<file path="config.mk">
export PLATFORM = sky130hd
export DESIGN_NAME = multiply_unit
export DESIGN_NICKNAME = d
export VERILOG_FILES = /design/src/logic/even_pipe_pkg.sv /design/src/logic/multiply_unit.sv
export VERILOG_INCLUDE_DIRS = /design/src /design/src/logic
export SDC_FILE = /design/constraint.sdc
export NUM_CORES = 2
export LEC_CHECK = 0
export ABC_AREA = 1
export BUFFER_PORTS_ARGS = -buffer_cell sky130_fd_sc_hd__buf_4
export CAP_MARGIN = 40
export CORE_UTILIZATION = 50
export DETAILED_ROUTE_END_ITERATION = 8
export HOLD_SLACK_MARGIN = 0.15
export PLACE_DENSITY = 0.68
export SYNTH_ARGS = -nofsm -noshare
export SYNTH_HDL_FRONTEND = slang
export SYNTH_SLANG_ARGS = --single-unit
</file>
<file path="constraint.sdc">
create_clock -name clk -period 8.05 [get_ports clk]
set_input_delay 2.0125 -clock clk [delete_from_list [all_inputs] [get_ports clk]]
set_output_delay 2.0125 -clock clk [all_outputs]
set_load 0.05 [all_outputs]
</file>
<file path="src/logic/even_pipe_defs.svh">
`ifndef EVEN_PIPE_DEFS_SVH
`define EVEN_PIPE_DEFS_SVH

// Operand and result width, four 32-bit words
`define EP_DATA_W 128

// Register file address width
`define EP_ADDR_W 7

// Issue slot source address, top bit set means no register
`define EP_SRC_ADDR_W 8

// Unit latencies in cycles
`define EP_FX_LAT 2
`define EP_BYTE_LAT 4
`define EP_MPY_LAT 6

// Issue to writeback latency, also the staging chain depth
`define EP_WB_STAGES 7

`endif
</file>
<file path="src/logic/even_pipe_pkg.sv">
package even_pipe_pkg;

	// Execution unit select, code 2'd3 is reserved and issues nothing
	typedef enum logic [1:0] {
		UNIT_MPY  = 2'd0,	// 16x16 word multiply
		UNIT_FX   = 2'd1,	// Simple fixed point
		UNIT_BYTE = 2'd2	// Byte ops
	} unit_t;

	typedef enum logic [3:0] {
		OP_ADD   = 4'd0,	// Word add
		OP_SUB   = 4'd1,	// Word subtract, ra - rb
		OP_AND   = 4'd2,
		OP_OR    = 4'd3,
		OP_XOR   = 4'd4,
		OP_CNTB  = 4'd5,	// Ones count per byte
		OP_ABSDB = 4'd6,	// Absolute difference per byte
		OP_SUMB  = 4'd7,	// Byte sums per word
		OP_MPYU  = 4'd8,	// Unsigned low halfword multiply
		OP_MPYS  = 4'd9	// Signed low halfword multiply
	} opcode_t;

endpackage

</file>
<file path="src/logic/multiply_unit.sv">
`include "even_pipe_defs.svh"

module multiply_unit (
	input  logic                   clk,
	input  logic                   reset,
	input  logic                   valid,
	input  even_pipe_pkg::opcode_t op,
	input  logic [`EP_ADDR_W-1:0]  rt_addr,
	input  logic                   reg_write,
	input  logic                   branch_taken,
	input  logic [`EP_DATA_W-1:0]  ra,
	input  logic [`EP_DATA_W-1:0]  rb,
	output logic [`EP_DATA_W-1:0]  result,
	output logic [`EP_ADDR_W-1:0]  result_addr,
	output logic                   result_write
);
	import even_pipe_pkg::*;

	localparam int LAT   = `EP_MPY_LAT;
	localparam int LANES = `EP_DATA_W / 32;

	logic                           s1_signed;
	logic [LANES*16-1:0]            s1_a;	// Low halfword of each ra word
	logic [LANES*16-1:0]            s1_b;
	logic [`EP_DATA_W-1:0]          lane_prod;
	logic [LAT:2][`EP_DATA_W-1:0]  data_q;
	logic [LAT:1][`EP_ADDR_W-1:0]  addr_q;
	logic [LAT:1]                   write_q;

	// Extending by one bit covers both signed and unsigned products
	always_comb begin
		logic signed [16:0] a_ext;
		logic signed [16:0] b_ext;
		logic signed [33:0] prod;
		for (int i = 0; i < LANES; i++) begin
			a_ext = {s1_signed & s1_a[16*i+15], s1_a[16*i +: 16]};
			b_ext = {s1_signed & s1_b[16*i+15], s1_b[16*i +: 16]};
			prod  = a_ext * b_ext;
			lane_prod[32*i +: 32] = prod[31:0];
		end
	end

	always_ff @(posedge clk) begin
		s1_signed <= (op == OP_MPYS);
		for (int i = 0; i < LANES; i++) begin
			s1_a[16*i +: 16] <= ra[32*i +: 16];
			s1_b[16*i +: 16] <= rb[32*i +: 16];
		end
		data_q[2] <= lane_prod;
		for (int k = 3; k <= LAT; k++) begin
			data_q[k] <= data_q[k-1];	// Plain delay stages
		end
		addr_q[1] <= rt_addr;
		for (int k = 2; k <= LAT; k++) begin
			addr_q[k] <= addr_q[k-1];
		end
	end

	always_ff @(posedge clk) begin
		if (reset) begin
			write_q <= '0;
		end else begin
			write_q[1] <= valid & reg_write & ~branch_taken;
			write_q[2] <= write_q[1] & ~branch_taken;
			for (int k = 3; k <= LAT; k++) begin
				write_q[k] <= write_q[k-1];
			end
		end
	end

	assign result       = data_q[LAT];
	assign result_addr  = addr_q[LAT];
	assign result_write = write_q[LAT];

endmodule

</file>
* Word-level counts from Yosys, hierarchy flattened
Index checks and enable logic that the tools add are counted.
** Storage, ports and cells
- Register bits after elaboration :: 817
- Latch bits :: 0
- RAM bits :: 0
- Bits in read-only memories :: 0
- Word-level logic and storage cells :: 32
- Memories kept :: 0
** Cells by class
- Add/subtract/negate cells :: 0
- $mul :: 4
- Divide/modulo/power cells :: 0
- $lt $le $gt $ge :: 0
- Eq/ne operators :: 1
- Shift-type cells :: 0
- Muxes and demuxes :: 0
- Bitwise logic cells :: 12
- Reduce and logical (&&, ||, !) cells :: 0
** Operators by type and width (count)
- 17-bit by 17-bit multiplier with 32-bit output :: 4
- 1-bit bitwise AND :: 11
- 4-bit equality test, second input constant :: 1
- 1-bit NOT :: 1

* Logic depth before layout (Yosys ltp)
- Word-level depth :: 2
- Depth in mapped cells :: 29
- Depth with buffers taken out :: 27

* Worst setup path after synthesis
Ideal clock, no wire load.
- Path kind :: flip-flop to flip-flop
- Start point :: register s1_signed
- End point :: register data_q[26] in the netlist's numbering
- Setup time :: 72 ps
- Data arrival time :: 5580 ps
- Data required time :: 7978 ps
- Setup slack :: 2399 ps
- Cell stages (with the launch flop) :: 22
- Path through :: dfxtp_1 -> buf_4 -> nand2_1 -> inv_1 -> nand2_1 -> inv_1 -> fa_1 -> inv_1 -> fa_1 -> inv_1 -> fa_1 -> fa_1 -> fa_1 -> fa_1 -> ha_1 -> nand2_1 -> nor2_1 -> inv_1 -> nor2_1 -> nand3_1 -> o211ai_1 -> xor2_1
** On the way
- Cells in the longest elaborated chain, start to end :: 2
- Elaborated cells between the ends (all ways) :: 3
- Classes of those cells :: mul: 1; bitwise: 2
** RTL lines
- start, declared :: RTL line multiply_unit.sv:22 : logic s1_signed;
- start signal, assigned :: RTL line multiply_unit.sv:44 : s1_signed <= (op == OP_MPYS);
- 1-bit bitwise AND, on equally long branches :: RTL line multiply_unit.sv:36, multiply_unit.sv:37
- 17-bit by 17-bit multiplier with 32-bit output * :: RTL line multiply_unit.sv:38 : prod = a_ext * b_ext;
- named net lane_prod[26] :: RTL line multiply_unit.sv:25 : logic [`EP_DATA_W-1:0] lane_prod;
- end signal, assigned by index :: RTL line multiply_unit.sv:51 : data_q[k] <= data_q[k-1];
- end, declared :: RTL line multiply_unit.sv:26 : logic [LAT:2][`EP_DATA_W-1:0] data_q;
The timed path passes the listed nets; every way through them passes the cells marked *.
A chain may end at the register's enable or synchronous reset.

* Worst setup path in the final report
- Start point :: register s1_a[63]
- End point :: register data_q[121] in the netlist's numbering
** On the way
- Cells in the longest elaborated chain, start to end :: 2
** RTL lines
- start, declared :: RTL line multiply_unit.sv:23 : logic [LANES*16-1:0] s1_a;
- start signal, assigned by index :: RTL line multiply_unit.sv:46 : s1_a[16*i +: 16] <= ra[32*i +: 16];
- 1-bit bitwise AND :: RTL line multiply_unit.sv:36 : a_ext = {s1_signed & s1_a[16*i+15], s1_a[16*i +: 16]};
- 17-bit by 17-bit multiplier with 32-bit output * :: RTL line multiply_unit.sv:38
- named net lane_prod[121] :: RTL line multiply_unit.sv:25
Marks and branches as above.

==> flow_summary_export.csv <==
group,metric,value,unit
status,outcome,"complete, no violations",
cells_and_area,final-seq-area,0.0164,sq mm
logic_synthesis,synthFlopType,"dfxtp_1",
logic_synthesis,syn_inst,6895,
global_routing,grt_overflow_total,0,
logic_synthesis,yosysMostFrequentCell,"inv_1",
logic_synthesis,synth_edf_count,0,
clock_tree,clk_latency,0.70,ns
timing,hold_viol,0,
global_routing,track_usage,22.8,%
global_routing,grt_use_met1,29.0,%
worst_hold_path,hold_path.class,"reg2reg",
worst_setup_path,start_kind,"register",
worst_setup_path,regToRegEndpoint,"data_q[121]",
placement,gp_congestion,0.894,
worst_setup_path,cp.arrival,7.45,ns
worst_setup_path,critPathRequiredTime,8.66,ns
logic_synthesis,synth.largest_area_cell,"fa_1",
timing,tns,0,ns
floorplanning,pin_count,408,
cells_and_area,area_growth,8.29,%
worst_setup_path,timing.rr.start,"s1_a[63]",
logic_synthesis,yosysSeqAreaShare,26.3,%
logic_synthesis,synth_area_per_cell,9.03,sq um
cells_and_area,fin_util,54.5,%
worst_setup_path,critPathKind,"reg2reg",
cells_and_area,drive_gt1_share,6.84,%
global_routing,grt_pass1_vias,45682,
logic_synthesis,async_reset_ff_share,0,%
floorplanning,dieHeight,355,um
timing,grt_setup_unrepaired,"false",
timing,tightest_slew,0.995,ns
timing,fin_crit_sh,85.0,%
global_routing,grt_antenna_before_repair,16,
timing,min_period,6.84,ns
logic_synthesis,synth_area_leaders,"fa_1 36%, dfxtp_1 26%, inv_1 12%",
logic_synthesis,yosys_warnings,0,
logic_synthesis,ys_ff_latch,817,
timing,setup_viol,0,
worst_hold_path,timing.hold.worst.start,"data_q[260]",
floorplanning,die_area,0.126,sq mm
logic_synthesis,syn_area,0.0623,sq mm
timing,slew_headroom,33.6,%
clock_tree,cts.hold.buffers_added,0,
timing,fmax,0.146,GHz
clock_tree,ctsResizeCount,0,
cells_and_area,multi_input_area,0.0365,sq mm
logic_synthesis,syn_nets,8623,
routing,dr.pass1.iters,5,
global_routing,grt_pass1_wl,228000,um
clock_tree,post_cts.repair.setup_buffers,0,
routing,first_iter_violations,2216,
clock_tree,clk_pin_slew_worst_paths,0.06,ns
timing,finClkSkew,0.0364,ns
global_routing,grt_max_degree,20,
floorplanning,core_area,0.124,sq mm
worst_setup_path,r2r_cells,19,
clock_tree,clk_path_buf_depth,3,
cells_and_area,nNetsFinal,8604,
logic_synthesis,yosysTopAreaCellShare,36.3,%
routing,final_antenna_net_count,0,
routing,wl_per_cell,15.6,um
worst_setup_path,cp_max_fo,17,
worst_hold_path,holdPathEnd,"data_q[388]",
floorplanning,die_width,355,um
placement,io_buffers,279,
clock_tree,cts-root-buf,"clkbuf_16",
worst_setup_path,regToRegSetupSlack,1.21,ns
logic_synthesis,synth.cells.most_frequent,"1,946 x inv_1, 1,508 x nand2_1, 1,128 x fa_1",
clock_tree,cts_sinks,817,
clock_tree,cts_tree,"yes",
timing,slew_violations,0,
cells_and_area,fillerInstances,11163,
clock_tree,htreeDepth,3,
floorplanning,fp-row-count,129,
worst_setup_path,end_kind,"register",
global_routing,top_usage_layer,"met2",
placement,hpwl,107000,um
routing,vias,41360,
floorplanning,start_util,50.4,%
routing,vias_per_cell,4.82,
logic_synthesis,synth_cell_types,40,
global_routing,gr-usage-met3,4.56,%
run,drv_cap,0,
global_routing,grt_use_met2,38.5,%
routing,post-route-drc-count,0,
worst_hold_path,hold_path_depth,0,
clock_tree,cts_buffers,83,
routing,wirelength,134000,um
## state kept, by name (all words and copies together), names as in the netlist
name,count
data_q,512
result,128
s1_a,64
s1_b,64
addr_q,35
result_addr,7
write_q,6
s1_signed,1
## cell type report
| cell class | instances | area share [%] |
|---|---|---|
| tap | 1637 | 3.04 |
| sequential | 817 | 24.3 |
| multi-input combinational | 3726 | 54.2 |
| inverter | 1956 | 10.9 |
| clock inverter | 44 | 0.882 |
| timing repair buffer | 292 | 3.28 |
| antenna | 1 | 0.00371 |
| clock buffer | 106 | 3.43 |
## cell usage in the layout, fill, tap and decap left out, types with 3 or more instances in the layout
cell        count
inv_1        1946
nand2_1      1508
fa_1         1128
dfxtp_1       817
ha_1          328
buf_4         289
nor2_1        199
a21oi_1       132
nand3_1       113
clkbuf_16      84
xor2_1         75
o21ai_0        66
xnor2_1        36
nand4_1        26
nor3_1         24
or2_2          21
o21bai_1       17
clkbuf_8       13
clkinv_2       13
nor4_1         12
a21o_1          9
inv_6           9
clkbuf_1        9
inv_2           8
bufinv_16       8
nand2_2         5
nand3b_1        4
inv_16          4
clkinvlp_4      4
o211ai_1        3
o21ai_2         3
a211oi_1        3
buf_8           3
## metrics by stage
step	std cells	worst slack, ns	hold slack, ns	instance area [sq um]
floorplan	6895	2.40	0.310	62300
global placement	8425	1.33	0.310	64500
detailed placement	8428	1.25	0.312	64500
CTS	8578	1.21	0.309	67400
global route	8578	0.787	0.323	67400
finish	8579	1.21	0.307	67400
## worst max-delay path: stages, from the launching register on
cell and delay (ns):
dfxtp_1 0.82, nand2_2 0.27, inv_2 0.27, nand2_1 0.16, fa_1 0.69, fa_1 0.93
fa_1 0.53, fa_1 0.56, fa_1 0.43, fa_1 0.50, inv_1 0.04, ha_1 0.40
nand2_1 0.15, nor2_1 0.21, inv_1 0.07, nor2_1 0.15, nand4_1 0.09, or2_1 0.23
nand3_1 0.08, xor2_1 0.17
## cells by family (layout without fill, tap and decap cells)
group	after synthesis	count (layout)	share of synthesized area, %
adders and majority gates	1456	1456	42.9
AOI/OAI and AO/OA	240	240	2.10
other	0	1	0
buffers and inverters	2352	2398	15.0
DFF	817	817	26.3
xor gates and xnor gates	111	111	1.56
and+or+nand+nor	1919	1919	12.2
## layer usage
metal  share of wire, %  vias up
met5              0.077        -
met4                3.6       16
met3                7.0      306
met1                 42    20519
met2                 48     1291
li1                   -    19228
## worst max-delay path by stage
stage	end	slack (ns)	startpoint	cells past startpoint
floorplan	data_q[26]	2.40	s1_signed	21
global placement	data_q[26]	1.33	s1_signed	20
detailed placement	data_q[26]	1.25	s1_signed	20
CTS	data_q[26]	1.21	s1_signed	20
global route	data_q[26]	0.79	s1_a[15]	20
finish	data_q[121]	1.21	s1_a[63]	19
Power is left out: the tool's default activity adds up to more than one toggle a clock period on the data nets, which glitch-free logic cannot reach.
