### config.mk
export PLATFORM = sky130hd
export DESIGN_NAME = byte_unit
export DESIGN_NICKNAME = d
export VERILOG_FILES = /design/src/logic/even_pipe_pkg.sv /design/src/logic/byte_unit.sv
export VERILOG_INCLUDE_DIRS = /design/src /design/src/logic
export SDC_FILE = /design/constraint.sdc
export NUM_CORES = 1
export LEC_CHECK = 0
export BUFFER_PORTS_ARGS = -buffer_cell sky130_fd_sc_hd__buf_2
export CAP_MARGIN = 30
export CORE_ASPECT_RATIO = 1.1
export CORE_MARGIN = 3
export CORE_UTILIZATION = 53
export CTS_CLUSTER_SIZE = 14
export DETAILED_ROUTE_END_ITERATION = 10
export PLACE_DENSITY_LB_ADDON = 0.08
export SLEW_MARGIN = 5
export SYNTH_ARGS = -nofsm -noshare
export SYNTH_HDL_FRONTEND = slang
export SYNTH_SLANG_ARGS = --single-unit
### constraint.sdc
create_clock -name clk -period 3.1 [get_ports clk]
set_input_delay 0.155 -clock clk [delete_from_list [all_inputs] [get_ports clk]]
set_output_delay 0.155 -clock clk [all_outputs]
set_load 0.05 [all_outputs]
### src/logic/even_pipe_defs.svh
`ifndef EVEN_PIPE_DEFS_SVH
`define EVEN_PIPE_DEFS_SVH

// Operand and result width, four 32-bit words
`define EP_DATA_W 128

// Register file address width
`define EP_ADDR_W 7

// Issue slot source address, top bit set means no register
`define EP_SRC_ADDR_W 8

// Unit latencies in cycles
`define EP_FX_LAT 2
`define EP_BYTE_LAT 4
`define EP_MPY_LAT 6

// Issue to writeback latency, also the staging chain depth
`define EP_WB_STAGES 7

`endif
### src/logic/even_pipe_pkg.sv
package even_pipe_pkg;

	// Execution unit select, code 2'd3 is reserved and issues nothing
	typedef enum logic [1:0] {
		UNIT_MPY  = 2'd0,	// 16x16 word multiply
		UNIT_FX   = 2'd1,	// Simple fixed point
		UNIT_BYTE = 2'd2	// Byte ops
	} unit_t;

	typedef enum logic [3:0] {
		OP_ADD   = 4'd0,	// Word add
		OP_SUB   = 4'd1,	// Word subtract, ra - rb
		OP_AND   = 4'd2,
		OP_OR    = 4'd3,
		OP_XOR   = 4'd4,
		OP_CNTB  = 4'd5,	// Ones count per byte
		OP_ABSDB = 4'd6,	// Absolute difference per byte
		OP_SUMB  = 4'd7,	// Byte sums per word
		OP_MPYU  = 4'd8,	// Unsigned low halfword multiply
		OP_MPYS  = 4'd9	// Signed low halfword multiply
	} opcode_t;

endpackage

### src/logic/byte_unit.sv
`include "even_pipe_defs.svh"

module byte_unit (
	input  logic                   clk,
	input  logic                   reset,
	input  logic                   valid,
	input  even_pipe_pkg::opcode_t op,
	input  logic [`EP_ADDR_W-1:0]  rt_addr,
	input  logic                   reg_write,
	input  logic                   branch_taken,
	input  logic [`EP_DATA_W-1:0]  ra,
	input  logic [`EP_DATA_W-1:0]  rb,
	output logic [`EP_DATA_W-1:0]  result,
	output logic [`EP_ADDR_W-1:0]  result_addr,
	output logic                   result_write
);
	import even_pipe_pkg::*;

	localparam int LAT    = `EP_BYTE_LAT;
	localparam int NBYTES = `EP_DATA_W / 8;
	localparam int LANES  = `EP_DATA_W / 32;

	opcode_t                        s1_op;
	opcode_t                        s2_op;
	logic [`EP_DATA_W-1:0]          s1_ra;
	logic [`EP_DATA_W-1:0]          s1_rb;
	logic [`EP_DATA_W-1:0]          cnt_b;	// Stage 2 inputs
	logic [`EP_DATA_W-1:0]          absd_b;
	logic [`EP_DATA_W-1:0]          sum_w;
	logic [`EP_DATA_W-1:0]          s2_cnt;
	logic [`EP_DATA_W-1:0]          s2_absd;
	logic [`EP_DATA_W-1:0]          s2_sum;
	logic [`EP_DATA_W-1:0]          s3_data;
	logic [LAT:1][`EP_ADDR_W-1:0]  addr_q;
	logic [LAT:1]                   write_q;

	always_comb begin
		logic [7:0]  a;
		logic [7:0]  b;
		logic [15:0] sum_a;
		logic [15:0] sum_b;
		for (int i = 0; i < NBYTES; i++) begin
			a = s1_ra[8*i +: 8];
			b = s1_rb[8*i +: 8];
			cnt_b[8*i +: 8]  = 8'($countones(a));
			absd_b[8*i +: 8] = (a > b) ? a - b : b - a;
		end
		// ra byte sum goes high, rb byte sum goes low
		for (int w = 0; w < LANES; w++) begin
			sum_a = '0;
			sum_b = '0;
			for (int j = 0; j < 4; j++) begin
				sum_a = sum_a + 16'(s1_ra[32*w + 8*j +: 8]);
				sum_b = sum_b + 16'(s1_rb[32*w + 8*j +: 8]);
			end
			sum_w[32*w +: 32] = {sum_a, sum_b};
		end
	end

	always_ff @(posedge clk) begin
		s1_op   <= op;	// Stage 1 operands
		s1_ra   <= ra;
		s1_rb   <= rb;
		s2_op   <= s1_op;	// Stage 2 per-byte results
		s2_cnt  <= cnt_b;
		s2_absd <= absd_b;
		s2_sum  <= sum_w;
		case (s2_op)
			OP_CNTB:  s3_data <= s2_cnt;
			OP_ABSDB: s3_data <= s2_absd;
			OP_SUMB:  s3_data <= s2_sum;
			default:  s3_data <= '0;
		endcase
		result    <= s3_data;	// Stage 4
		addr_q[1] <= rt_addr;
		for (int k = 2; k <= LAT; k++) begin
			addr_q[k] <= addr_q[k-1];
		end
	end

	always_ff @(posedge clk) begin
		if (reset) begin
			write_q <= '0;
		end else begin
			write_q[1] <= valid & reg_write & ~branch_taken;
			write_q[2] <= write_q[1] & ~branch_taken;	// Previous issue also cancelled
			for (int k = 3; k <= LAT; k++) begin
				write_q[k] <= write_q[k-1];
			end
		end
	end

	assign result_addr  = addr_q[LAT];
	assign result_write = write_q[LAT];

endmodule

---- Word level (Yosys, flattened, before mapping) ----
Cells that the tools add are included.
word-level totals
  bits in registers ....................... 927
  input bits .............................. 272
  word-level logic and storage cells ...... 222
operators by class
  $add $sub $neg .......................... 168
  $lt $le $gt $ge ......................... 16
  equal/unequal tests ..................... 3
  multiplexer cells ....................... 17
  bitwise logic cells ..................... 4
operators by type and width
  kind                                                                    number
  128-bit case mux with 3 select lines                                    1
  8-bit subtractor                                                        32
  1-bit by 1-bit adder with 2-bit output                                  64
  8-bit greater-than comparator                                           16
  8-bit 2-to-1 mux                                                        16
  2-bit by 2-bit adder with 3-bit output                                  32
  10-bit by 8-bit adder with 11-bit output                                8
  9-bit by 8-bit adder with 10-bit output                                 8
  8-bit by 8-bit adder with 9-bit output                                  8
  3-bit by 3-bit adder with 4-bit output                                  16
  4-bit by 3-bit equality test with 1-bit output (second input constant)  3
  1-bit bitwise AND                                                       3
  1-bit inverter                                                          1

---- Depth between registers and ports, before layout ----
Gate-level depths: netlist of run 1.
  depth in word-level cells ............... 3
  gate-level depth with buffers ........... 12
  gate-level depth less buffers ........... 12

---- Least setup slack after synthesis of run 1 ----
No wires, ideal clock.
  path kind ............................... reg2reg
  from .................................... register s1_ra[33]
  to ...................................... register s2_sum[57]
  setup time .............................. 0.114 ns
  data arrival time ....................... 3.026 ns
  data required time ...................... 2.986 ns
  slack ................................... -0.040 ns
  cell stages (with the launch flop) ...... 12
  buffers on the path ..................... 0
  path through ............................ dfxtp_1 > inv_1 > fa_1 > inv_1 > fa_1 > ha_1 > fa_1 > a21o_1 > a21oi_1 > o21ai_0 > a21o_1 > a21o_1
on the way
  word-level cells in the longest chain between the ends .. 3
RTL lines
  element                                   line             source
  start: declaration                        byte_unit.sv:25  logic [`EP_DATA_W-1:0] s1_ra;
  start signal: assignment                  byte_unit.sv:62  s1_ra <= ra;
  8-bit by 8-bit adder with 9-bit output    byte_unit.sv:53  sum_a = sum_a + 16'(s1_ra[32*w + 8*j +: 8]);
  9-bit by 8-bit adder with 10-bit output   byte_unit.sv:53
  10-bit by 8-bit adder with 11-bit output  byte_unit.sv:53
  via sum_w[57]                             byte_unit.sv:29  logic [`EP_DATA_W-1:0] sum_w;
  end signal: assignment                    byte_unit.sv:67  s2_sum <= sum_w;
  end: declaration                          byte_unit.sv:32  logic [`EP_DATA_W-1:0] s2_sum;
The timed path passes the listed nets, and every way through them passes these cells.
A chain may end at the register's enable or synchronous reset.

---- Final worst setup path of run 1 ----
  from .................................... register s1_ra[97]
  to ...................................... register s2_sum[119]
Same word-level chain as after synthesis.

==> reports/metrics.yaml, run 1 <==
status: "finished clean"
initial_utilization_pct: 53.7
layout-drive-gt1-share_pct: 16.5
crit_path_max_incr_delay_ns: 0.53
synth-edff-count: 0
critPathSlowestCell: "fa_1"
gp_congestion: 0.913
dr_total_vias: 27800
final_cell_count_no_fill: 5280
crit_fanout: 2
path_buf_inv: 2
syn_area_um2: 38000
cts_made_buffers: 84
endpoint_kind: "flip-flop"
clock_sinks: 824
wirelength_um: 102000
critPathTopFamily: "adder cells"
dr.pass1.iters: 5
ant_nets: 0
die_y_um: 287
avgSynthCellArea_um2: 10.6
synth_seq_cells: 824
place_hpwl_um: 78100
fin_crit_ns: 2.99
slew_headroom_pct: 57.2
synth_area_leaders: "dfxtp_1 (43%), ha_1 (12%), fa_1 (12%), inv_1 (4.7%), a21oi_1 (2.8%)"
wl_per_cell_um: 19.4
die_w_um: 261
antenna_found_initial: 3
io_pins: 408
cp.arrival_ns: 3.54
synth_top_cell_by_area: "dfxtp_1"
max_freq_mhz: 334
cp_data_required_time_ns: 3.65
hold_violations: 0
ys_seq_area_share_pct: 43.4
core_um2: 70700
slew_violations: 0
min_path_type: "in -> reg"
grt_pass1_wl_um: 156000
met3_usage_pct: 4.00
p_per_area_nw_per_um2: 650
clk_path_buf_depth: 3
via_per_inst: 5.26
placed_cells: 4855
synth_top_area_share_pct: 43.4
drcViolationCount: 0
root_buffer: "clkbuf_16"
synthArstFlopShare_pct: 0
grt_busiest_layer: "met2"
irDropWorstVdd_mv: 0.628
drt_iter0_markers: 1685
grtUsageTotal_pct: 27.0
finalHoldWorstSlack_ns: 0.155
p_leak_nw: 22.6
insertion_delay_ns: 0.63
synth_flop_cell: "dfxtp_1"
cts_tree: "built"
synth_cell_types: 63
path_cells: "inv_1 -> fa_1 -> inv_1 -> fa_1 -> ha_2 -> fa_2 -> a21o_1 -> a21oi_2 -> nor2b_1 -> o31ai_2 -> a21boi_2"
ys_warn_count: 0
synthTopCellsByCount: "dfxtp_1 (824), inv_1 (476), ha_1 (360), nand2_1 (226), fa_1 (224)"
cap_violations: 0
setup_viol: 0
path_clk_slew_ns: 0.06
port_buffers: 407
start_kind: "flip-flop"
finalPower_mw: 30.4
grt_max_degree: 65
h-tree-depth: 3
use_met1_pct: 35.5
grt-ovfl-total: 0
placementRows: 102
worst-setup-path-type: "reg -> reg"
grt_pass1_vias: 28400
yosysMostFrequentCell: "dfxtp_1"
syn-num-nets: 4433
skew_ns: 0.0163
use_met2_pct: 45.8
synthCells: 3577
die_area_um2: 75000
fin_nets: 5135
worstMarginPinSlew_ns: 0.625
area_growth_syn_to_layout_pct: 23.0
fin_crit_sh_pct: 96.6
==> worst paths after layout <==
| path | cells past startpoint | slack, ns | startpoint | endpoint |
|---|---|---|---|---|
| setup / recovery | 11 | 0.11 | s1_ra[97] | s2_sum[119] |
| hold / removal | 2 | 0.16 | ra[6] | s1_ra[6] |
| setup reg to reg | 11 | 0.11 | s1_ra[97] | s2_sum[119] |
| hold reg to reg | 0 | 0.32 | s3_data[127] | result[127] |
==> layout by cell type, fill, tap and decap left out, types with 28 or more instances in the layout <==
cell | netlist | routed
a211oi_1 | 73 | 72
xor2_1 | 49 | 49
dlygate4sd3_1 | 0 | 270
nor2_1 | 80 | 78
xnor2_1 | 47 | 47
a21o_1 | 80 | 80
nand3b_1 | 46 | 46
o21ai_0 | 89 | 84
a22oi_1 | 62 | 62
nand4_1 | 36 | 36
clkbuf_16 | 0 | 85
buf_4 | 14 | 77
and2_1 | 32 | 32
buf_2 | 51 | 407
a22o_1 | 48 | 48
ha_1 | 360 | 356
nand2_1 | 226 | 226
inv_1 | 476 | 472
fa_1 | 224 | 219
nor3_1 | 59 | 59
mux2i_1 | 58 | 58
a31oi_1 | 28 | 28
a21oi_1 | 213 | 207
dfxtp_1 | 824 | 822
==> registers in the layout, indices dropped and copies added (netlist names) <==
signal and cells:
s2_sum 80, write_q 4, s2_absd 128, s1_rb 128
s2_cnt 64, result 128, s1_ra 128, result_addr 7
s1_op 4, addr_q 21, s3_data 128, s2_op 4
==> power by group <==
group          total, mW  internal, mW  switching, mW
logic               7.16          3.08           4.08
clock network       10.3          6.04           4.27
registers           12.9          12.3          0.640
==> cells by family (layout without fill, tap and decap cells) <==
logic type	count (synthesis)	in the layout	share of synthesized area (%)
AO/OA/AOI/OAI	762	762	13.9
XOR/XNOR	96	96	2.21
adder cells (fa/ha/maj)	584	584	23.7
buffers and inverters	618	1384	6.71
flip-flops	824	824	43.4
multiplexers	58	58	1.53
other	0	1	0
AND/OR/NAND/NOR	635	635	8.55
==> stage by stage <==
stage	utilization (%)	TNS, ns	area, µm²	setup slack [ns]
2_1_floorplan	-	0	38000	0.0148
3_3_place_gp	58.1	0	41100	0.0646
3_5_place_dp	58.1	-0.0425	41100	-0.0421
4_1_cts	66.0	0	46600	0.00463
5_1_grt	66.1	-0.0463	46700	-0.0315
6_report	66.1	0	46700	0.107
==> layer usage <==
layer,share of wire (%),wire [µm]
met3,5.5,5670
met4,2.9,2970
met1,43,44400
met2,48,49400
met5,0.013,13
==> timing repair <==
item                                    CTS  global route
endpoints found under the setup margin    2            17
hold buffers                            270             0
buffers inserted                          0             4
resized for setup                         2            32
pin swaps                                 0            10
endpoints found under the hold margin   271             0
==> layout make-up <==
type / count / area [µm²]
timing repair buffer: 758 / 5400
multi-input combinational: 2135 / 19000
sequential: 824 / 16500
tap: 936 / 1170
antenna: 1 / 2.50
clock inverter: 44 / 499
inverter: 476 / 1790
fill: 5583 / 24000
clock buffer: 106 / 2340
(Power assumes the default switching activity.)
==> run 2, diff against run 1 <==
--- a/config.mk
+++ b/config.mk
@@ -10,7 +10,7 @@
 export CAP_MARGIN = 30
 export CORE_ASPECT_RATIO = 1.1
 export CORE_MARGIN = 3
-export CORE_UTILIZATION = 53
+export CORE_UTILIZATION = 55
 export CTS_CLUSTER_SIZE = 14
 export DETAILED_ROUTE_END_ITERATION = 10
 export PLACE_DENSITY_LB_ADDON = 0.08
==> constraint.sdc (replaced) <==
create_clock -name clk -period 3.9 [get_ports clk]
set_input_delay 0.195 -clock clk [delete_from_list [all_inputs] [get_ports clk]]
set_output_delay 0.195 -clock clk [all_outputs]
set_load 0.05 [all_outputs]
==> run 2 against run 1 <==
Net effect: critical path depth unchanged; register-to-register slack improved by 0.42 ns; clock skew increased by 0.0084 ns; core utilization rose by 1.6 points; cell area is 1.4% lower; routed wire length is 2.0% lower; die area is 3.6% lower; sequential share of layout area grew 0.49 points; combinational power shrank 24%; critical path type unchanged; largest cell class unchanged.
==> reports/metrics.yaml, run 2 (synthesized netlist as in run 1, its figures left out) <==
status: "finished clean"
fin_crit_sh_pct: 86.6  # -10 points
hold_buffers: 270  # unchanged
start_kind: "flip-flop"
regToRegSetupSlack_ns: 0.52  # +0.42 ns
root_buffer: "clkbuf_16"
io_pins: 408  # unchanged
placementRows: 100  # -2.0%
port_buffers: 407  # unchanged
wirelength_um: 100000  # -2.0%
insertion_delay_ns: 0.62  # about the same
initial_utilization_pct: 55.8  # +2.1 points
endpoint_kind: "flip-flop"
p_clk_share_pct: 34.5  # +0.5 points
grt_max_degree: 107  # +65%
area_growth_syn_to_layout_pct: 21.3
skew_ns: 0.0247  # +0.00840 ns
p_leak_nw: 22.3  # -1.6%
slew_violations: 0  # unchanged
layout_commonest_cell: "dfxtp_1"
slew_headroom_pct: 40.2  # -17 points
worstMarginPinSlew_ns: 0.897  # +0.271 ns
ctsResizeCount: 0  # -2
via_per_inst: 5.29  # +0.63%
cap_violations: 0  # unchanged
p_seq_share_pct: 42.7  # +0.2 points
final_design_area_no_fill_um2: 46100  # -1.4%
mostFrequentLayoutCells: "dfxtp_1 (824), inv_1 (476), buf_2 (407)"
layout-drive-gt1-share_pct: 14.2  # -2.3 points
die_area_um2: 72300  # -3.6%
drt_iter0_markers: 1764  # +4.7%
p_per_area_nw_per_um2: 521  # -20%
antenna_found_initial: 7  # +4
cts_setup_buffers: 0  # unchanged
place_area_um2: 40500  # -1.4%
clk_path_buf_depth: 3  # unchanged
die_y_um: 282  # -1.8%
core_um2: 68100  # -3.7%
irDropWorstVdd_mv: 0.387  # -38%
max_freq_mhz: 296  # -11%
grt-ovfl-total: 0  # unchanged
grt_pass1_vias: 27800  # -2.0%
worst-setup-path-type: "reg -> reg"
drcViolationCount: 0  # unchanged
min_path_type: "in -> reg"
grtUsageTotal_pct: 27.5  # +0.48 points
wl_per_cell_um: 19.4  # -0.25%
fin_nets: 5061  # -1.4%
netSwitchingPower_mw: 6.93  # -23%
dr_total_vias: 27400  # -1.1%
hold_violations: 0  # unchanged
ant_nets: 0  # unchanged
gp_congestion: 0.921  # +0.91%
fin_setup_tns_ns: 0  # unchanged
cts_tree: "built"
power.internal_mw: 17.1  # -20%
place_hpwl_um: 75100  # -3.9%
swShare_pct: 28.8  # -0.77 points
die_w_um: 257  # -1.8%
fill_cells: 5279  # -5.4%
cp.arrival_ns: 3.90  # +0.36 ns
comb_power_share_pct: 22.8  # -0.8 points
clock_sinks: 824  # unchanged
crit_fanout: 4  # +2
cp_data_required_time_ns: 4.42  # +0.77 ns
rsz0062_at_grt: "false"
cts_made_buffers: 84  # unchanged
h-tree-depth: 3  # unchanged
fin_crit_ns: 3.38  # +0.383 ns
finalHoldWorstSlack_ns: 0.200  # +0.0454 ns
setup_viol: 0  # unchanged
final_core_utilization_pct: 67.7  # +1.6 points
grt_pass1_wl_um: 155000  # -0.94%
dr.pass1.iters: 5  # unchanged
path_clk_slew_ns: 0.07  # about the same
## run 2: changes by cell type in the layout (fill, tap and decap cells not counted), sizes merged
cell / delta
clkinvlp: +2
bufinv: +2
inv: -6
clkinv: -12
buf: -74
clkbuf: +12
diode: +1
## run 2: metal layers
metal	global-route usage (%)	routed length, µm
met5	0	0
met4	10.7	3710
met3	4.27	5220
met1	35.4	43300
met2	46.8	48200
## run 2: final timing paths
check	depth (start not counted)	endpoint	from
worst max-delay path	11	s2_sum[57]	s1_ra[41]
worst min register to register	0	result[53]	s3_data[53]
worst max register to register	11	s2_sum[57]	s1_ra[41]
worst min-delay path	2	s1_rb[20]	rb[20]
## run 2: metrics by stage
stage / setup WS [ns] / instances / total power [mW]
final: 0.524 / 5187 / 24.0
after global routing: 0.339 / 5186 / 25.3
after CTS: 0.531 / 5185 / 24.2
after detailed placement: 0.526 / 4767 / 15.6
after global placement: 0.611 / 4767 / 15.5
after floorplan: 0.760 / 3577 / 14.1
## run 2: power groups by stage
stage	sequential, mW	combinational [mW]	clock, mW
floorplan	10.5	3.58	0
detailed placement	10.4	5.20	0
global route	10.4	6.12	8.81
CTS	10.3	5.45	8.46
global placement	10.4	5.13	0
finish	10.3	5.47	8.30
## run 2: area by class of cell
cell class / instances / area (µm²) / area share [%]
Clock buffer: 118 / 2450 / 5.32
Antenna cell: 2 / 5.00 / 0.0109
Tap cell: 918 / 1150 / 2.49
Sequential cell: 824 / 16500 / 35.8
Inverter: 476 / 1790 / 3.88
Clock inverter: 30 / 424 / 0.920
Timing Repair Buffer: 684 / 4800 / 10.4
Multi-Input combinational cell: 2135 / 19000 / 41.2
## run 2: critical path: stages, from the launching register on
cell and delay, ns:
dfxtp_1 0.43, inv_1 0.18, fa_1 0.54, inv_1 0.05, fa_1 0.46, ha_1 0.24, fa_1 0.40, a21o_1 0.19
a21oi_1 0.26, o21ai_0 0.15, a21o_1 0.20, a21o_1 0.18
