## config.mk

```make
export PLATFORM = sky130hd
export DESIGN_NAME = raw_hazard_check
export DESIGN_NICKNAME = d
export VERILOG_FILES = /design/src/logic/even_pipe_pkg.sv /design/src/logic/raw_hazard_check.sv
export VERILOG_INCLUDE_DIRS = /design/src /design/src/logic
export SDC_FILE = /design/constraint.sdc
export NUM_CORES = 1
export LEC_CHECK = 0
export ABC_CLOCK_PERIOD_IN_PS = 3780
export BUFFER_PORTS_ARGS = -buffer_cell sky130_fd_sc_hd__buf_4
export CAP_MARGIN = 15
export CELL_PAD_IN_SITES_DETAIL_PLACEMENT = 0
export CELL_PAD_IN_SITES_GLOBAL_PLACEMENT = 1
export CORE_MARGIN = 2
export CORE_UTILIZATION = 45
export CTS_CLUSTER_SIZE = 12
export DETAILED_ROUTE_END_ITERATION = 7
export GPL_TIMING_DRIVEN = 0
export HOLD_SLACK_MARGIN = 0.08
export PLACE_DENSITY_LB_ADDON = 0.3
export SYNTH_ARGS = -nofsm -noshare
export SYNTH_HDL_FRONTEND = slang
export SYNTH_SLANG_ARGS = --single-unit
```

## constraint.sdc

```tcl
create_clock -name clk -period 3.78 [get_ports clk]
set_clock_uncertainty 0.1 [all_clocks]
set_input_delay 1.134 -clock clk [delete_from_list [all_inputs] [get_ports clk]]
set_output_delay 1.134 -clock clk [all_outputs]
set_load 0.05 [all_outputs]
```

## src/logic/even_pipe_defs.svh

```systemverilog
`ifndef EVEN_PIPE_DEFS_SVH
`define EVEN_PIPE_DEFS_SVH

// Operand and result width, four 32-bit words
`define EP_DATA_W 128

// Register file address width
`define EP_ADDR_W 7

// Issue slot source address, top bit set means no register
`define EP_SRC_ADDR_W 8

// Unit latencies in cycles
`define EP_FX_LAT 2
`define EP_BYTE_LAT 4
`define EP_MPY_LAT 6

// Issue to writeback latency, also the staging chain depth
`define EP_WB_STAGES 7

`endif
```

## src/logic/even_pipe_pkg.sv

```systemverilog
package even_pipe_pkg;

	// Execution unit select, code 2'd3 is reserved and issues nothing
	typedef enum logic [1:0] {
		UNIT_MPY  = 2'd0,	// 16x16 word multiply
		UNIT_FX   = 2'd1,	// Simple fixed point
		UNIT_BYTE = 2'd2	// Byte ops
	} unit_t;

	typedef enum logic [3:0] {
		OP_ADD   = 4'd0,	// Word add
		OP_SUB   = 4'd1,	// Word subtract, ra - rb
		OP_AND   = 4'd2,
		OP_OR    = 4'd3,
		OP_XOR   = 4'd4,
		OP_CNTB  = 4'd5,	// Ones count per byte
		OP_ABSDB = 4'd6,	// Absolute difference per byte
		OP_SUMB  = 4'd7,	// Byte sums per word
		OP_MPYU  = 4'd8,	// Unsigned low halfword multiply
		OP_MPYS  = 4'd9	// Signed low halfword multiply
	} opcode_t;

endpackage

```

## src/logic/raw_hazard_check.sv

```systemverilog
`include "even_pipe_defs.svh"

module raw_hazard_check (
	input  logic                      clk,
	input  logic                      reset,
	input  logic [`EP_ADDR_W-1:0]     rt_addr,
	input  logic                      reg_write,
	input  logic                      branch_taken,
	input  logic [`EP_SRC_ADDR_W-1:0] ra_even_addr,
	input  logic [`EP_SRC_ADDR_W-1:0] rb_even_addr,
	input  logic [`EP_SRC_ADDR_W-1:0] rc_even_addr,
	input  logic [`EP_SRC_ADDR_W-1:0] ra_odd_addr,
	input  logic [`EP_SRC_ADDR_W-1:0] rb_odd_addr,
	input  logic [`EP_SRC_ADDR_W-1:0] rc_odd_addr,
	input  logic                      ra_even_valid,
	input  logic                      rb_even_valid,
	input  logic                      rc_even_valid,
	input  logic                      ra_odd_valid,
	input  logic                      rb_odd_valid,
	input  logic                      rc_odd_valid,
	output logic                      stall_even,
	output logic                      stall_odd
);
	import even_pipe_pkg::*;

	localparam int N = `EP_WB_STAGES;

	logic [N-1:1][`EP_ADDR_W-1:0] rec_addr;	// Issued 1 to 6 cycles ago
	logic [N-1:1]                  rec_write;
	logic [N-1:0][`EP_ADDR_W-1:0] pend_addr;	// Current issue at index 0
	logic [N-1:0]                  pend_write;
	logic                          hit_even;
	logic                          hit_odd;

	function automatic logic src_match(
		input logic [`EP_SRC_ADDR_W-1:0] src,
		input logic                      src_valid,
		input logic [`EP_ADDR_W-1:0]     dst
	);
		return src_valid && !src[`EP_SRC_ADDR_W-1] && (src[`EP_ADDR_W-1:0] == dst);
	endfunction

	always_ff @(posedge clk) begin
		rec_addr[1] <= rt_addr;
		for (int k = 2; k < N; k++) begin
			rec_addr[k] <= rec_addr[k-1];
		end
	end

	always_ff @(posedge clk) begin
		if (reset) begin
			rec_write <= '0;
		end else begin
			rec_write[1] <= reg_write & ~branch_taken;
			rec_write[2] <= rec_write[1] & ~branch_taken;	// Same kill as the units
			for (int k = 3; k < N; k++) begin
				rec_write[k] <= rec_write[k-1];
			end
		end
	end

	assign pend_addr  = {rec_addr, rt_addr};
	assign pend_write = {rec_write, reg_write};

	always_comb begin
		hit_even = 1'b0;
		hit_odd  = 1'b0;
		for (int k = 0; k < N; k++) begin
			if (pend_write[k]) begin
				hit_even |= src_match(ra_even_addr, ra_even_valid, pend_addr[k]) |
				            src_match(rb_even_addr, rb_even_valid, pend_addr[k]) |
				            src_match(rc_even_addr, rc_even_valid, pend_addr[k]);
				hit_odd  |= src_match(ra_odd_addr, ra_odd_valid, pend_addr[k]) |
				            src_match(rb_odd_addr, rb_odd_valid, pend_addr[k]) |
				            src_match(rc_odd_addr, rc_odd_valid, pend_addr[k]);
			end
		end
	end

	assign stall_even = hit_even & ~reset;
	assign stall_odd  = hit_odd & ~reset;

endmodule

```

==> Yosys cells after proc, flatten, opt, wreduce, memory -nomap -nowiden <==
Index checks and enable logic that the tools add are counted.
{ "op_classes": {"bitwise": 46, "n_mux": 14, "eq_ne": 42, "reduce_logical": 54} }
{ "op_table": {"columns": ["cell", "n"], "rows": [
  ["$eq A7 B7 Y1", 42],
  ["$logic_and A1 B1 Y1", 48],
  ["$or A1 B1 Y1", 40],
  ["$mux W1", 14],
  ["$logic_not A1 Y1", 6],
  ["$and A1 B1 Y1", 4],
  ["$not A1 Y1", 2]
]} }
{ "totals": {"regBits": 48} }

==> Logic depth before layout (Yosys ltp) <==
Gate-level depths: netlist of the first run.
{ "depth": {"depth_word": 19, "mapped_depth": 7} }

==> Least setup slack after synthesis of the first run <==
OpenSTA, ideal clock, no wires.
{ "synth_path": {"kind": "input to output", "startpoint": "in rb_even_addr[6]", "endpoint": "out stall_even", "n_path_buf": 1, "path_stages": 7, "arrival_time_ns": 2.909, "setup_slack_ns": -0.363, "cell_sequence": "buf_4 > xor2_1 > nor4_1 > nand4_1 > o211ai_1 > a22oi_1 > a41oi_1"} }
{ "synth_between": {"elab_chain_cells": 18} }
{ "synth_rtl": {"columns": ["item", "line", "text"], "rows": [
  ["from (decl)", "raw_hazard_check.sv:10", "input logic [`EP_SRC_ADDR_W-1:0] rb_even_addr,"],
  ["$eq A7 B7 Y1", "raw_hazard_check.sv:40", "return src_valid && !src[`EP_SRC_ADDR_W-1] && (src[`EP_ADDR_W-1:0] == dst);"],
  ["$logic_and A1 B1 Y1", "raw_hazard_check.sv:40", null],
  ["$or A1 B1 Y1", "raw_hazard_check.sv:70", "hit_even |= src_match(ra_even_addr, ra_even_valid, pend_addr[k]) |"],
  ["$or A1 B1 Y1", "raw_hazard_check.sv:71", "src_match(rb_even_addr, rb_even_valid, pend_addr[k]) |"],
  ["$mux W1", "raw_hazard_check.sv:69", "if (pend_write[k]) begin"],
  ["$or A1 B1 Y1", "raw_hazard_check.sv:71", null],
  ["$mux W1", "raw_hazard_check.sv:69", null],
  ["$or A1 B1 Y1", "raw_hazard_check.sv:71", null],
  ["[2 not listed]", null, null],
  ["$mux W1", "raw_hazard_check.sv:69", null],
  ["$or A1 B1 Y1", "raw_hazard_check.sv:71", null],
  ["$mux W1", "raw_hazard_check.sv:69", null],
  ["$or A1 B1 Y1", "raw_hazard_check.sv:71", null],
  ["$mux W1", "raw_hazard_check.sv:69", null],
  ["$or A1 B1 Y1", "raw_hazard_check.sv:71", null],
  ["$mux W1 (*)", "raw_hazard_check.sv:69", null],
  ["$and A1 B1 Y1 (*)", "raw_hazard_check.sv:80", "assign stall_even = hit_even & ~reset;"],
  ["to (decl)", "raw_hazard_check.sv:21", "output logic stall_even,"]
]} }
Mark *: on every way between the ends. The rest lies on a longest branch, timed or not.

==> Final worst setup path of the first run <==
{ "layout_path": {"startpoint": "in rc_even_addr[3]", "endpoint": "out stall_even"} }
{ "layout_between": {"elab_chain_cells": 17} }
{ "layout_rtl": {"columns": ["item", "line", "text"], "rows": [
  ["from (decl)", "raw_hazard_check.sv:11", "input logic [`EP_SRC_ADDR_W-1:0] rc_even_addr,"],
  ["$eq A7 B7 Y1", "raw_hazard_check.sv:40", null],
  ["$logic_and A1 B1 Y1", "raw_hazard_check.sv:40", null],
  ["$or A1 B1 Y1", "raw_hazard_check.sv:71", null],
  ["$mux W1", "raw_hazard_check.sv:69", null],
  ["$or A1 B1 Y1", "raw_hazard_check.sv:71", null],
  ["$mux W1", "raw_hazard_check.sv:69", null],
  ["$or A1 B1 Y1", "raw_hazard_check.sv:71", null],
  ["$mux W1", "raw_hazard_check.sv:69", null],
  ["$or A1 B1 Y1", "raw_hazard_check.sv:71", null],
  ["$mux W1", "raw_hazard_check.sv:69", null],
  ["$or A1 B1 Y1", "raw_hazard_check.sv:71", null],
  ["$mux W1", "raw_hazard_check.sv:69", null],
  ["$or A1 B1 Y1", "raw_hazard_check.sv:71", null],
  ["$mux W1", "raw_hazard_check.sv:69", null],
  ["$or A1 B1 Y1", "raw_hazard_check.sv:71", null],
  ["$mux W1 (*)", "raw_hazard_check.sv:69", null],
  ["$and A1 B1 Y1 (*)", "raw_hazard_check.sv:80", null]
]} }
Marks and branches as above.

==> flow_metrics.env, run 1 <==
export IMPL_run_status="finished, violations left"
export IMPL_violations="setup timing"
export IMPL_cts_htree_levels=2
export IMPL_grtUsageTotal=0.2702
export IMPL_power_leakage_nw=2.312
export IMPL_grt_max_degree=17
export IMPL_grt_ovfl_total=0
export IMPL_syn_mean_instance_area_um2=8.560
export IMPL_ant_nets=0
export IMPL_post_synth_instance_area_mm2=0.005025
export IMPL_dpl_hpwl_um=12370
export IMPL_worst_setup_hold_path_clk_slew_ps=100
export IMPL_detailedRoute_firstPassIterationCount=5
export IMPL_tightestPinTransition_ps=378.2
export IMPL_wirelength_um=16070
export IMPL_cp_data_required_time_ps=2550
export IMPL_area_delta_synth_final_pct=20.07
export IMPL_fillerInstances=996
export IMPL_dp_cells=751
export IMPL_cts_sinks=48
export IMPL_grt_antenna_before_repair=0
export IMPL_max_slew_violation_total_from_the_final_report=0
export IMPL_powerDensity_mw_per_mm2=268.5
export IMPL_arrival_time_at_the_worst_endpoint_ps=2690
export IMPL_cp_start_kind="input pin"
export IMPL_via_count=4205
export IMPL_timing_max_cap_violations=0
export IMPL_synth_warnings=0
export IMPL_totalNegativeSetupSlack_ps=-147.4
export IMPL_port_buffers=24
export IMPL_total_cts_buffers=5
export IMPL_post_drt_wl_per_cell_um=21.19
export IMPL_fp_dieArea_mm2=0.01203
export IMPL_setup_ws_final_ps=-147.4
export IMPL_critical_path_class="input pin to output pin"
export IMPL_first_iter_violations=278
export IMPL_netlist_cell_type_count=28
export IMPL_mappedNetlistNets=652
export IMPL_detail_route_drc_violations=0
export IMPL_cts_tree="done"
export IMPL_effective_utilization_at_floorplan=0.4615
export IMPL_grt_pass1_wl_um=23970
export IMPL_die_height_um=109.7
export IMPL_final_layout_size_suffix_gt1_frac=0.2816
export IMPL_place_gp_congestion=0.9411
export IMPL_antennaDiodeCount=0
export IMPL_fp_row_count=38
export IMPL_critical_path_endpoint_type="output pin"
export IMPL_final_cells=758
export IMPL_timing_final_crit_share=1.039
export IMPL_largest_driver_fanout_on_the_critical_path=7
export IMPL_report_final_setup_viol=1
export IMPL_hold_viol_final=0
export IMPL_floorplan_die_width_um=109.7
export IMPL_worst_hold_path_type="flop to flop"
export IMPL_clkLatencyLatePin_ps=320
export IMPL_synth_seq_area_share=0.1912
export IMPL_synth_seq_cells=48
export IMPL_number_of_global_route_vias_before_repair=4346
export IMPL_commonest_non_fill_non_tap_cell_in_the_layout="sky130_fd_sc_hd__xor2_1"
export IMPL_worst_ir_drop_vdd_v=0.0001763
export IMPL_worst_slew_margin_rel=0.7479
export IMPL_number_of_cells_produced_by_synthesis=587
export IMPL_clk_path_buf_depth=2
export IMPL_unrepaired_setup_endpoints_after_global_routing="true"
export IMPL_design_portCount=67
export IMPL_fmax_ghz=0.2546
export IMPL_final_period_minus_worst_setup_slack_ps=3927
export IMPL_cts_root_buffer_cell="sky130_fd_sc_hd__clkbuf_8"
export IMPL_finish_net_count=682
export IMPL_most_common_layout_cells="sky130_fd_sc_hd__xor2_1, sky130_fd_sc_hd__xnor2_1, sky130_fd_sc_hd__dfxtp_1"
export IMPL_vias_per_cell=5.547
export IMPL_core_area_mm2=0.01089
==> registers in the layout (all words and copies together) (netlist names) <==
| signal | count |
|---|---|
| pend_addr | 42 |
| rec_write | 6 |
==> cell usage after synthesis (all sizes together) <==
| master | n | share of area |
|---|---|---|
| nand2b | 2 | 0.0025 |
| nand3 | 4 | 0.0040 |
| nand2 | 14 | 0.010 |
| nor4 | 38 | 0.047 |
| a31oi | 1 | 0.0012 |
| nand4 | 46 | 0.060 |
| and3 | 1 | 0.0012 |
| xor2 | 158 | 0.28 |
| a41oi | 1 | 0.0017 |
| xnor2 | 136 | 0.24 |
| dfxtp | 48 | 0.19 |
| nor3b | 2 | 0.0030 |
| o21ai | 4 | 0.0040 |
| nor2 | 21 | 0.016 |
| a222oi | 1 | 0.0020 |
| o211ai | 5 | 0.0085 |
| a22oi | 3 | 0.0045 |
| and2b | 3 | 0.0057 |
| nor2b | 5 | 0.0062 |
| buf | 91 | 0.11 |
| o31ai | 3 | 0.0045 |
==> power breakdown <==
| part | total [mW] | internal, mW | switching, mW | leakage (nW) |
|---|---|---|---|---|
| sequential | 0.541 | 0.530 | 0.0107 | 0.403 |
| clock | 0.469 | 0.267 | 0.203 | 0.0687 |
| combinational | 0.610 | 0.275 | 0.334 | 1.84 |
==> per-stage QoR <==
stage	setup WS, ps	cell area (µm²)	hold slack (ps)	utilization	power [mW]
finish	-147.4	6033	244.2	0.5541	1.620
global route	-161.6	6033	258.4	0.5541	1.685
CTS	-89.85	5725	249.9	0.5259	1.581
detailed placement	-262.5	5403	230.1	0.4962	1.089
global placement	-240.0	5403	230.4	0.4962	1.073
floorplan	-3.954	5047	225.8	-	0.9708
==> critical path: stages <==
cell	delay, ps
sky130_fd_sc_hd__buf_2	250
sky130_fd_sc_hd__xor2_1	230
sky130_fd_sc_hd__nor4_2	70
sky130_fd_sc_hd__nand4_1	90
sky130_fd_sc_hd__nand3_1	110
sky130_fd_sc_hd__a222oi_1	380
sky130_fd_sc_hd__a41oi_2	210
sky130_fd_sc_hd__buf_6	200
==> path summary, 6_finish.rpt <==
check	start	slack (ps)	end	cells past startpoint
max	rc_even_addr[3]	-150	stall_even	8
min	pend_addr[26]	240	pend_addr[33]	0
max reg2reg	rec_write[1]	2990	rec_write[2]	1
min reg2reg	pend_addr[26]	240	pend_addr[33]	0
==> logic make-up after synthesis <==
| kind of cell | Yosys count | synth area share |
|---|---|---|
| buffers and inverters | 91 | 0.1120 |
| AND/OR/NAND/NOR | 136 | 0.1564 |
| XOR/XNOR | 294 | 0.5139 |
| flip-flops | 48 | 0.1912 |
| AO/OA/AOI/OAI | 18 | 0.02639 |
==> layout make-up <==
cell class              instances  area, µm²  share of cell area
plain buffers                  84      655.6              0.1087
flip-flops and latches         48      960.9              0.1593
repair buffers                 30      252.7             0.04189
clock buffers                   5      68.82             0.01141
multi-input cells             448       3851              0.6383
clock inverters                 3      68.82             0.01141
well taps                     140      175.2             0.02903
==> timing repair <==
action	4_1_cts	5_1_grt
endpoints found under the setup margin	2	2
buffers inserted	6	0
hold buffers	0	0
pin swaps	17	39
resized for setup	37	68
==> metal layers <==
layer,GRT usage,wire [µm],vias to the layer above
met3,0.03023,1068,25
met1,0.3403,6856,2043
met2,0.4638,7754,190
met5,0,0,-
li1,-,-,1947
met4,0.1175,386,0
Power figures use the tool's default switching activity.
==> inputs of run 2 (changes only) <==
--- a/config.mk
+++ b/config.mk
@@ -11,7 +11,6 @@
 export CAP_MARGIN = 15
 export CELL_PAD_IN_SITES_DETAIL_PLACEMENT = 0
 export CELL_PAD_IN_SITES_GLOBAL_PLACEMENT = 1
-export CORE_MARGIN = 2
 export CORE_UTILIZATION = 45
 export CTS_CLUSTER_SIZE = 12
 export DETAILED_ROUTE_END_ITERATION = 7
@@ -21,3 +20,4 @@
 export SYNTH_ARGS = -nofsm -noshare
 export SYNTH_HDL_FRONTEND = slang
 export SYNTH_SLANG_ARGS = --single-unit
+export TNS_END_PERCENT = 5
==> run 2 against run 1 <==
  * The run still ends with setup timing left
  * Setup slack better by 85 ps
  * Via count down 1.1%
  * Cell count up 0.53%
  * First-iteration DRC count is 0.36% lower
  * Worst hold slack got worse by 2.1 ps
  * Register-to-register slack barely moved
  * Routed wire length shrank 1.6%
  * Maximum frequency rose by 2.2%
  * Die area down 3.6%
  * Combinational power is 4.4% lower
  * Critical path depth stayed put
  * Critical endpoint is now stall_odd
  * Largest power group unchanged
==> flow_metrics.env, run 2 (synthesis gave the netlist of run 1 again) <==
export IMPL_fp_row_count=38
export IMPL_cts_sinks=48
export IMPL_clkLatencyLatePin_ps=310
export IMPL_largest_register_ff_count=42
export IMPL_commonest_non_fill_non_tap_cell_in_the_layout="sky130_fd_sc_hd__xor2_1"
export IMPL_run_status="finished, violations left"
export IMPL_fillerInstances=995
export IMPL_final_layout_size_suffix_gt1_frac=0.2492
export IMPL_port_buffers=24
export IMPL_core_area_mm2=0.01084
export IMPL_critical_path_cell_chain="buf_4 > xnor2_1 > nand4_1 > nor4_1 > o31ai_1 > and3_1 > a31oi_4 > buf_6"
export IMPL_floorplan_die_width_um=107.7
export IMPL_report_final_setup_viol=2
export IMPL_worst_slew_margin_rel=0.7440
export IMPL_dp_worst_setup_slack_ps=-298.2
export IMPL_via_count=4158
export IMPL_grtUsageTotal=0.2802
export IMPL_wirelength_um=15810
export IMPL_max_slew_violation_total_from_the_final_report=0
export IMPL_hold_worst_slack_ps=242.1
export IMPL_cts_root_buffer_cell="sky130_fd_sc_hd__clkbuf_8"
export IMPL_vias_per_cell=5.457
export IMPL_die_height_um=107.7
export IMPL_sum_of_buffers_and_inverters_on_the_critical_path=2
export IMPL_grt_pass1_wl_um=23830
export IMPL_post_drt_wl_per_cell_um=20.75
export IMPL_place_gp_congestion=0.9376
export IMPL_tightestPinTransition_ps=380.5
export IMPL_cts_hold_repair_buffers=0
export IMPL_effective_utilization_at_floorplan=0.4635
export IMPL_grt_ovfl_total=0
export IMPL_design_portCount=67
export IMPL_final_period_minus_worst_setup_slack_ps=3843
export IMPL_cp_data_required_time_ps=2550
export IMPL_largest_driver_fanout_on_the_critical_path=7
export IMPL_fp_dieArea_mm2=0.01159
export IMPL_post_layout_total_power_mw=1.524
export IMPL_dpl_hpwl_um=12390
export IMPL_timing_final_crit_share=1.017
export IMPL_slowest_delay_ps=320
export IMPL_final_cells=762
export IMPL_dp_cells=751
export IMPL_first_iter_violations=277
export IMPL_worst_setup_hold_path_clk_slew_ps=100
export IMPL_critical_path_class="input pin to output pin"
export IMPL_unrepaired_setup_endpoints_after_global_routing="true"
export IMPL_ant_nets=0
export IMPL_arrival_time_at_the_worst_endpoint_ps=2610
export IMPL_powerDensity_mw_per_mm2=262.3
export IMPL_hold_viol_final=0
export IMPL_detail_route_drc_violations=0
export IMPL_area_delta_synth_final_pct=15.64
export IMPL_cts_tree="done"
export IMPL_cp_start_kind="input pin"
export IMPL_worst_hold_path_type="flop to flop"
export IMPL_most_common_layout_cells="sky130_fd_sc_hd__xor2_1, sky130_fd_sc_hd__xnor2_1, sky130_fd_sc_hd__dfxtp_1"
export IMPL_violations="setup timing"
export IMPL_timing_max_cap_violations=0
export IMPL_worst_ir_drop_vdd_v=0.0001980
export IMPL_grt_max_degree=17
export IMPL_power_leakage_nw=2.208
export IMPL_finish_net_count=686
export IMPL_detailedRoute_firstPassIterationCount=5
export IMPL_critical_path_endpoint_type="output pin"
export IMPL_grt_antenna_before_repair=0
export IMPL_antennaDiodeCount=0
export IMPL_fmax_ghz=0.2602
export IMPL_cts_htree_levels=2
export IMPL_total_cts_buffers=5
export IMPL_critical_path_slowest_cell="sky130_fd_sc_hd__nor4_1"
export IMPL_cpLargestDelayFamily="simple AND/OR/NAND/NOR gates"
export IMPL_clk_path_buf_depth=2
export IMPL_number_of_global_route_vias_before_repair=4186
export IMPL_setup_ws_final_ps=-62.59
==> run 2: final cells by class <==
cell class,count,area (µm²),share of cell area
buffer,85,628.1,0.1081
tap,140,175.2,0.03015
sequential,48,960.9,0.1654
multi-input combinational,448,3656,0.6292
clock inverter,3,46.29,0.007967
clock buffer,5,68.82,0.01184
timing repair buffer,33,275.3,0.04737
==> run 2: layer usage <==
layer	wire length [µm]	track usage	vias to the layer above	part of all wire
met4	327	0.08317	0	0.021
li1	-	-	1952	-
met5	0	0	-	0
met2	7552	0.4876	182	0.48
met1	6989	0.3579	1991	0.44
met3	938	0.03632	33	0.059
==> run 2: final timing paths <==
path             startpoint            end  slack [ps]  depth (start not counted)
max          ra_odd_addr[5]      stall_odd         -60                          8
max reg2reg    rec_write[5]   rec_write[6]        2980                          1
min reg2reg   pend_addr[16]  pend_addr[23]         240                          0
min           pend_addr[16]  pend_addr[23]         240                          0
==> run 2: what timing repair did <==
action / CTS / global route
endpoints found under the setup margin: 2 / 2
buffers inserted: 3 / 6
resized for setup: 27 / 34
pin swaps: 12 / 15
==> run 2: per-stage QoR <==
stage | utilization | cell area (µm²) | TNS, ps
3_5_place_dp | 0.4984 | 5403 | -563.1
6_report | 0.5360 | 5811 | -113.5
3_3_place_gp | 0.4984 | 5403 | -480.7
2_1_floorplan | - | 5047 | -3.954
5_1_grt | 0.5360 | 5811 | -214.8
4_1_cts | 0.5197 | 5634 | -123.5
==> run 2: power breakdown <==
group	total (mW)	internal [mW]	leakage, nW	switching, mW
Sequential	0.542	0.530	0.403	0.0112
Combinational	0.583	0.262	1.75	0.321
Clock	0.399	0.200	0.0548	0.200
Total	1.52	0.992	2.21	0.532
